[src/rtl/ttt_defines.svh]
`ifndef TTT_DEFINES_SVH
`define TTT_DEFINES_SVH

// Board geometry
`define TTT_CELLS    9           // 3x3 board

// Tile block size in pixels
`define TTT_CELL_W   4
`define TTT_CELL_H   8

// Spacing between cell origins
`define TTT_PITCH_X  8'd6
`define TTT_PITCH_Y  7'd10

// Top left corner of the board on a 160x120 screen
`define TTT_ORG_X    8'd60
`define TTT_ORG_Y    7'd40

// Pixel coordinate widths
`define TTT_X_W      8
`define TTT_Y_W      7

// ASCII key codes
`define TTT_KEY_ENTER 7'h0A      // Line feed, as sent by the keyboard path
`define TTT_KEY_R     7'h72      // 'r'
`define TTT_KEY_B     7'h62      // 'b'
`define TTT_KEY_ONE   7'h31      // '1', digits follow in order

// Pixel colours, RGB one bit each
`define TTT_COL_RED   3'b100
`define TTT_COL_BLUE  3'b001

`endif

[src/rtl/ttt_pkg.sv]
`default_nettype none

`include "ttt_defines.svh"

package ttt_pkg;

	// Tile in a cell, red and blue each own one bit
	typedef enum logic [1:0]
	{
		EMPTY = 2'b00,
		BLUE  = 2'b01,
		RED   = 2'b10
	} tile_t;

	// Same two bits seen as separate colour flags
	typedef struct packed
	{
		logic red;
		logic blue;
	} cell_bits_t;

	// Board and plotter read a tile, the judge reads the bits
	typedef union packed
	{
		tile_t      tile;
		cell_bits_t bits;
	} cell_t;

	typedef cell_t [`TTT_CELLS-1:0] board_t;   // 18 bits

	typedef logic [3:0] cell_idx_t;            // 0 to 8

	// One move, cell and tile
	typedef struct packed
	{
		cell_idx_t index;
		tile_t     tile;
	} move_t;

	typedef enum logic { P1 = 1'b0, P2 = 1'b1 } player_t;

	typedef enum logic [1:0] { PLAYING, P1_WINS, P2_WINS, TIE } result_t;

	// One pixel for the frame buffer
	typedef struct packed
	{
		logic [`TTT_X_W-1:0] x;
		logic [`TTT_Y_W-1:0] y;
		logic [2:0]          colour;
	} plot_t;

endpackage

`default_nettype wire

[src/rtl/key_decoder.sv]
`timescale 1ns/100ps
`default_nettype none

`include "ttt_defines.svh"

module key_decoder
(
	input  wire logic            clock,
	input  wire logic            resetn,
	input  wire logic [6:0]      key_code,     // Decoded ASCII
	input  wire logic            key_strobe,   // One cycle per key
	input  wire logic            clear,        // Move accepted, drop pending parts
	output ttt_pkg::move_t       pending,
	output logic                 commit
);

	logic [6:0] digit_off;   // Key minus '1', wraps high below '1'
	logic       idx_valid;
	logic       tile_valid;

	assign digit_off = key_code - `TTT_KEY_ONE;

	always_ff @(posedge clock)
	begin
		if (!resetn)
		begin
			pending    <= '0;   // Index 0, tile EMPTY
			idx_valid  <= 1'b0;
			tile_valid <= 1'b0;
			commit     <= 1'b0;
		end
		else
		begin
			commit <= 1'b0;   // Pulse only
			if (clear)
			begin
				idx_valid  <= 1'b0;
				tile_valid <= 1'b0;
			end
			// A key in the clear cycle still counts for the next move
			if (key_strobe)
			begin
				if (digit_off < `TTT_CELLS)
				begin
					pending.index <= digit_off[3:0];   // '1'..'9' -> 0..8
					idx_valid     <= 1'b1;
				end
				else if (key_code == `TTT_KEY_R)
				begin
					pending.tile <= ttt_pkg::RED;
					tile_valid   <= 1'b1;
				end
				else if (key_code == `TTT_KEY_B)
				begin
					pending.tile <= ttt_pkg::BLUE;
					tile_valid   <= 1'b1;
				end
				else if (key_code == `TTT_KEY_ENTER)
					commit <= idx_valid && tile_valid;   // Both halves needed
				// Any other character is dropped
			end
		end
	end

endmodule

`default_nettype wire

[src/rtl/game_control.sv]
`timescale 1ns/100ps
`default_nettype none

module game_control
(
	input  wire logic            clock,
	input  wire logic            resetn,
	input  wire logic            commit,      // Enter with cell and tile pending
	input  wire ttt_pkg::move_t  pending,
	input  wire logic            cell_busy,   // Pending cell already holds a tile
	input  wire logic            lost,        // Some line is three equal tiles
	input  wire logic            tie,         // Board full, no line
	input  wire logic            done,        // Last pixel of the block
	output logic                 place,
	output logic                 clear,
	output logic                 start,
	output ttt_pkg::player_t     turn,
	output ttt_pkg::result_t     result
);

	// Phases
	localparam logic [1:0] PH_WAIT  = 2'd0;   // Waiting for a legal move
	localparam logic [1:0] PH_DRAW  = 2'd1;   // Plotter busy with the tile
	localparam logic [1:0] PH_JUDGE = 2'd2;   // Board settled, read the judge

	logic [1:0] phase;
	logic       legal;

	// Only a free cell, in a running game
	assign legal = commit && (phase == PH_WAIT) && (result == ttt_pkg::PLAYING)
		&& !cell_busy;

	// Board write, block draw and key flush all happen on the commit cycle
	assign place = legal;
	assign start = legal;
	assign clear = legal;

	always_ff @(posedge clock)
	begin
		if (!resetn)
		begin
			phase  <= PH_WAIT;
			turn   <= ttt_pkg::P1;
			result <= ttt_pkg::PLAYING;
		end
		else
		begin
			case (phase)
				PH_WAIT:
				begin
					if (legal)
						phase <= PH_DRAW;
				end
				PH_DRAW:
				begin
					if (done)
						phase <= PH_JUDGE;   // Judge one cycle after last pixel
				end
				PH_JUDGE:
				begin
					phase <= PH_WAIT;
					// Misere rule, whoever made the line loses
					if (lost)
						result <= (turn == ttt_pkg::P1) ? ttt_pkg::P2_WINS : ttt_pkg::P1_WINS;
					else if (tie)
						result <= ttt_pkg::TIE;
					else
						turn <= (turn == ttt_pkg::P1) ? ttt_pkg::P2 : ttt_pkg::P1;
				end
				default:
					phase <= PH_WAIT;   // Unused code
			endcase
		end
	end

endmodule

`default_nettype wire

[src/rtl/board_store.sv]
`timescale 1ns/100ps
`default_nettype none

`include "ttt_defines.svh"

module board_store
(
	input  wire logic            clock,
	input  wire logic            resetn,
	input  wire logic            place,       // Write move into its cell
	input  wire ttt_pkg::move_t  move,
	output ttt_pkg::board_t      board,
	output logic                 cell_busy
);

	// Cells only ever fill up, a game never removes a tile
	always_ff @(posedge clock)
	begin
		if (!resetn)
			board <= '0;   // All EMPTY
		else if (place)
		begin
			for (int i = 0; i < `TTT_CELLS; i++)
			begin
				if (move.index == 4'(i))
					board[i].tile <= move.tile;
			end
		end
	end

	// Out of range index reads as busy so it can never be placed
	assign cell_busy = (move.index >= `TTT_CELLS)
		|| (board[move.index].tile != ttt_pkg::EMPTY);

endmodule

`default_nettype wire

[src/rtl/misere_judge.sv]
`timescale 1ns/100ps
`default_nettype none

`include "ttt_defines.svh"

module misere_judge
(
	input  wire ttt_pkg::board_t board,
	output logic                 lost,   // Three red or three blue in a line
	output logic                 tie     // Full board and no such line
);

	localparam int LINES = 8;   // 3 rows, 3 columns, 2 diagonals

	ttt_pkg::cell_bits_t [LINES-1:0] line;   // Per line, colour bits ANDed
	logic                            full;

	function automatic ttt_pkg::cell_bits_t line_and(input ttt_pkg::cell_t a,
		input ttt_pkg::cell_t b, input ttt_pkg::cell_t c);
		ttt_pkg::cell_bits_t r;
		r.red  = a.bits.red & b.bits.red & c.bits.red;
		r.blue = a.bits.blue & b.bits.blue & c.bits.blue;
		return r;
	endfunction

	always_comb
	begin
		for (int k = 0; k < 3; k++)
		begin
			line[k]     = line_and(board[3*k], board[3*k+1], board[3*k+2]);   // Row k
			line[3 + k] = line_and(board[k], board[k+3], board[k+6]);         // Column k
		end
		line[6] = line_and(board[0], board[4], board[8]);   // Main diagonal
		line[7] = line_and(board[2], board[4], board[6]);   // Anti diagonal
	end

	always_comb
	begin
		lost = 1'b0;
		for (int k = 0; k < LINES; k++)
			lost = lost | line[k].red | line[k].blue;
	end

	// A cell is taken when either colour bit is set
	always_comb
	begin
		full = 1'b1;
		for (int i = 0; i < `TTT_CELLS; i++)
			full = full & (board[i].bits.red | board[i].bits.blue);
	end

	assign tie = full && !lost;   // A loss on the last cell is still a loss

endmodule

`default_nettype wire

[src/rtl/tile_plotter.sv]
`timescale 1ns/100ps
`default_nettype none

`include "ttt_defines.svh"

module tile_plotter
(
	input  wire logic            clock,
	input  wire logic            resetn,
	input  wire logic            start,
	input  wire ttt_pkg::move_t  move,
	output ttt_pkg::plot_t       plot,
	output logic                 plot_valid,
	output logic                 done   // With the last pixel
);

	localparam int NPIX = `TTT_CELL_W * `TTT_CELL_H;   // 32 pixels
	localparam int XB   = $clog2(`TTT_CELL_W);           // Counter bits for x
	localparam int CB   = $clog2(NPIX);
	localparam int XW   = `TTT_X_W;
	localparam int YW   = `TTT_Y_W;

	logic [1:0]    row;
	logic [1:0]    col;
	logic [XW-1:0] base_x;   // Cell origin on screen
	logic [YW-1:0] base_y;
	logic [2:0]    colour;
	logic [CB-1:0] count;    // Low bits x, high bits y
	logic          busy;

	// Index to row and column of the 3x3 board
	assign row = (move.index >= 4'd6) ? 2'd2 : (move.index >= 4'd3) ? 2'd1 : 2'd0;
	assign col = 2'(move.index - 4'(row) * 4'd3);

	always_ff @(posedge clock)
	begin
		if (start)
		begin
			base_x <= `TTT_ORG_X + XW'(col) * `TTT_PITCH_X;
			base_y <= `TTT_ORG_Y + YW'(row) * `TTT_PITCH_Y;
			colour <= (move.tile == ttt_pkg::RED) ? `TTT_COL_RED : `TTT_COL_BLUE;
		end
	end

	always_ff @(posedge clock)
	begin
		if (!resetn)
		begin
			busy  <= 1'b0;
			count <= '0;
		end
		else if (start)
		begin
			busy  <= 1'b1;   // First pixel next cycle
			count <= '0;
		end
		else if (busy)
		begin
			count <= count + 1'b1;   // Wraps to zero after the block
			if (done)
				busy <= 1'b0;
		end
	end

	// Row by row, x steps fastest
	assign plot.x      = base_x + XW'(count[XB-1:0]);
	assign plot.y      = base_y + YW'(count[CB-1:XB]);
	assign plot.colour = colour;
	assign plot_valid  = busy;
	assign done        = busy && (count == CB'(NPIX - 1));

endmodule

`default_nettype wire

[src/rtl/ttt_top.sv]
`timescale 1ns/100ps
`default_nettype none

module ttt_top
(
	input  wire logic        clock,
	input  wire logic        resetn,
	input  wire logic [6:0]  key_code,
	input  wire logic        key_strobe,
	output ttt_pkg::plot_t   plot,
	output logic             plot_valid,
	output ttt_pkg::player_t turn,
	output ttt_pkg::result_t result
);

	ttt_pkg::move_t  pending;   // Cell and tile from the keys
	ttt_pkg::board_t board;
	logic            commit;
	logic            clear;
	logic            place;
	logic            start;
	logic            cell_busy;
	logic            lost;
	logic            tie;
	logic            done;

	key_decoder u_keys
	(
		.clock(clock), .resetn(resetn), .key_code(key_code), .key_strobe(key_strobe),
		.clear(clear), .pending(pending), .commit(commit)
	);

	// Sequencer, owns turn and result
	game_control u_ctrl
	(
		.clock(clock), .resetn(resetn), .commit(commit), .pending(pending),
		.cell_busy(cell_busy), .lost(lost), .tie(tie), .done(done), .place(place),
		.clear(clear), .start(start), .turn(turn), .result(result)
	);

	board_store u_board
	(
		.clock(clock), .resetn(resetn), .place(place), .move(pending),
		.board(board), .cell_busy(cell_busy)
	);

	misere_judge u_judge (.board(board), .lost(lost), .tie(tie));

	// Draws the pending move, latched on start
	tile_plotter u_plot
	(
		.clock(clock), .resetn(resetn), .start(start), .move(pending),
		.plot(plot), .plot_valid(plot_valid), .done(done)
	);

endmodule

`default_nettype wire

[config.mk]
export PLATFORM = sky130hd
export DESIGN_NAME = ttt_top
export DESIGN_NICKNAME = d
export VERILOG_FILES = /design/src/rtl/ttt_pkg.sv /design/src/rtl/key_decoder.sv /design/src/rtl/game_control.sv /design/src/rtl/board_store.sv /design/src/rtl/misere_judge.sv /design/src/rtl/tile_plotter.sv /design/src/rtl/ttt_top.sv
export VERILOG_INCLUDE_DIRS = /design/src /design/src/rtl
export SDC_FILE = /design/constraint.sdc
export NUM_CORES = 1
export LEC_CHECK = 0
export ABC_AREA = 1
export BUFFER_PORTS_ARGS = -buffer_cell sky130_fd_sc_hd__buf_4
export CAP_MARGIN = 10
export CORE_ASPECT_RATIO = 0.9
export CORE_MARGIN = 2
export CORE_UTILIZATION = 55
export DETAILED_ROUTE_END_ITERATION = 12
export PLACE_DENSITY_LB_ADDON = 0.05
export SLEW_MARGIN = 20
export SYNTH_ARGS = -nofsm -noshare
export SYNTH_HDL_FRONTEND = slang
export SYNTH_SLANG_ARGS = --single-unit
export TNS_END_PERCENT = 100
[constraint.sdc]
create_clock -name clock -period 3.05 [get_ports clock]
set_input_delay 0.7625 -clock clock [delete_from_list [all_inputs] [get_ports clock]]
set_output_delay 0.7625 -clock clock [all_outputs]
set_load 0.05 [all_outputs]
==> impl_metrics.toml <==
[setup_path]
crit_start = "u_keys.pending[5]"
reg2reg_from = "u_keys.pending[5]"
required_ns = 3.12
start_kind = "register"
crit_path_max_incr_delay_ns = 0.39
critical_path_buf_inv_count = 2
critPathMaxFanout = 7
cpMostUsedCell = "ha_1"
endpoint_kind = "register"
worstSetupPathType = "register to register"
arrival_ns = 2.75
cpMaxStageDelayCell = "nor2_1"
path_delay_family = "simple AND/OR/NAND/NOR gates"
path_cells = "nor2_1 > nand2_1 > nand2_1 > inv_1 > ha_1 > inv_1 > ha_1 > nor2_1 > xor2_1 > xor2_1 > ha_1"

[floorplan]
core_mm2 = 0.00489
placementRows = 24
initial_utilization_pct = 57.4
pin_count = 32
die_w_um = 79.3
die_area_mm2 = 0.00570
die_h_um = 71.8

[clock_network]
cts_made_buffers = 5
cts_tree = "yes"
cts_root_buf = "clkbuf_8"
post_cts_buffers = 0
clock_path_buffers = 2
clkLatencyLatePin_ns = 0.31
hold_buffers = 0
cts_resized = 0
path_clk_slew_ns = 0.09
cts.sinks = 51
htree_levels = 2

[synthesis]
synth-async-reset-ratio_pct = 0
synth_edf_count = 13
synth.distinct_cells = 26
ys_seq_area_share_pct = 41.0
synthCells = 395
ys_seq_elements = 51
synth_top_flop_cell = "dfxtp_1"
synth_area_mm2 = 0.00281
synth.avg_cell_area_um2 = 7.11
synth_warnings = 0

[route]
met2_length_um = 2400
highest_layer = "met4"
routed_wl_um = 5730
vias = 2419
route.met3.wl_um = 400
drt_iter0_markers = 163
ant_nets = 0
drc = 0
first_pass_iters = 4
wl_per_cell_um = 11.7
vias_per_cell = 4.94
m1WireLength_um = 2860

[power_and_ir_drop]
p_leak_uw = 0.00154
ir_worst_vdd_mv = 0.249
power-per-cell-area_mw_per_mm2 = 389

[finish]
finalNonFillerCells = 490
drive_above_1_share_pct = 9.88
final_cell_mix = "nand2_1 (86), nor2_1 (66), inv_1 (63), dfxtp_1 (38), nand3_1 (35)"
area.growth.synth_to_final_pct = 13.4
antenna_cells = 0
nNetsFinal = 449
final_area_mm2 = 0.00319
fillers = 441
final_common_cell = "nand2_1"

[sta]
fin_crit_sh_pct = 87.8
grt_setup_unrepaired = "false"
fmax_mhz = 373
setup_violations = 0
finalHoldViolations = 0
min_period_ns = 2.68
tightest_slew_ns = 0.536
hold-worst-slack_ns = 0.485
slew_viol_final = 0
tns_ns = 0
finClkSkew_ns = 0.00720
slew_headroom_pct = 64.0

[global_routing]
grt_first_pass_wirelength_um = 10100
antenna_found_initial = 0
grt_remaining_overflow = 0
grt_max_degree = 23
grt_usage_pct = 23.1
grt_pass1_vias = 2286

[placement]
placed_area_mm2 = 0.00307
dp_hpwl_um = 4440
port_buffers = 30
place_inst = 482
routabilityCongestion = 0.923

[hold_path]
hp-start = "u_keys.idx_valid"
hp-class = "register to register"

[run_status]
status = "finished, final reports clean"

[flow_run]
maxCapViolations = 0
==> Yosys cell counts, drive strengths merged (2+ instances only) <==
library cell / n / area [um2]
clkbuf: 5 / 18.8
xnor2: 4 / 35.0
o21ai: 4 / 20.0
nand2: 87 / 329
nor2: 66 / 248
buf: 5 / 35.0
and3: 2 / 12.5
nand3: 35 / 175
conb: 2 / 7.51
edfxtp: 13 / 390
xor2: 9 / 78.8
inv: 64 / 240
dfxtp: 38 / 761
ha: 14 / 175
a21oi: 20 / 104
nor3: 5 / 25.0
nand4: 17 / 106
==> cell type report <==
class	count	area (um2)	area share (%)
clock inverter	1	5.00	0.157
multi-input combinational	271	1370	43.0
timing repair buffer	31	233	7.30
sequential	51	1150	36.1
clock buffer	7	108	3.38
tap	65	81.3	2.55
inverter	64	240	7.54
==> tightest hold or removal path, cell delays in order (launching register included) <==
cell and delay (ns):
dfxtp_1 0.32, nand3_1 0.07, nand2_1 0.05
==> routing by layer <==
layer	up-vias	track usage (%)
met5	-	0
met4	0	5.94
met3	6	5.92
met2	65	34.6
met1	1047	33.4
li1	1301	-
==> metrics by stage <==
step	setup slack (ns)	util, %	power [uW]
finish	0.371	65.1	1240
floorplan	0.385	-	775
global placement	0.377	62.8	797
detailed placement	0.270	62.8	800
CTS	0.243	65.1	1260
global route	0.0938	65.1	1300
==> worst paths after layout <==
kind	to	slack [ns]	depth (start not counted)
setup reg to reg	u_plot.base_x[2]	0.37	11
setup / recovery	u_plot.base_x[2]	0.37	11
hold / removal	u_keys.idx_valid	0.49	2
hold reg to reg	u_keys.idx_valid	0.49	2
==> flip-flops by register name, indices dropped and copies added, names as in the netlist, 2 cells and up <==
name            count
u_plot.count        5
u_plot.base_x       5
u_ctrl.result       2
u_plot.colour       2
u_keys.pending      6
u_board.board      18
u_ctrl.phase        2
u_plot.base_y       6
==> kinds of logic after synthesis <==
kind of cell,after synthesis,synth area share [%]
fa+ha+maj,15,6.95
flops,51,41.0
buf+inv,74,10.5
other cells,2,0.267
compound gates,26,4.94
simple gates,214,32.4
xor+xnor,13,4.05
==> report_power, final <==
group | internal, uW | switching [uW]
Clock | 233 | 223
Sequential | 698 | 3.82
Combinational | 28.6 | 52.8
Total | 960 | 280
Note: power is estimated with default switching activity, not from simulation.
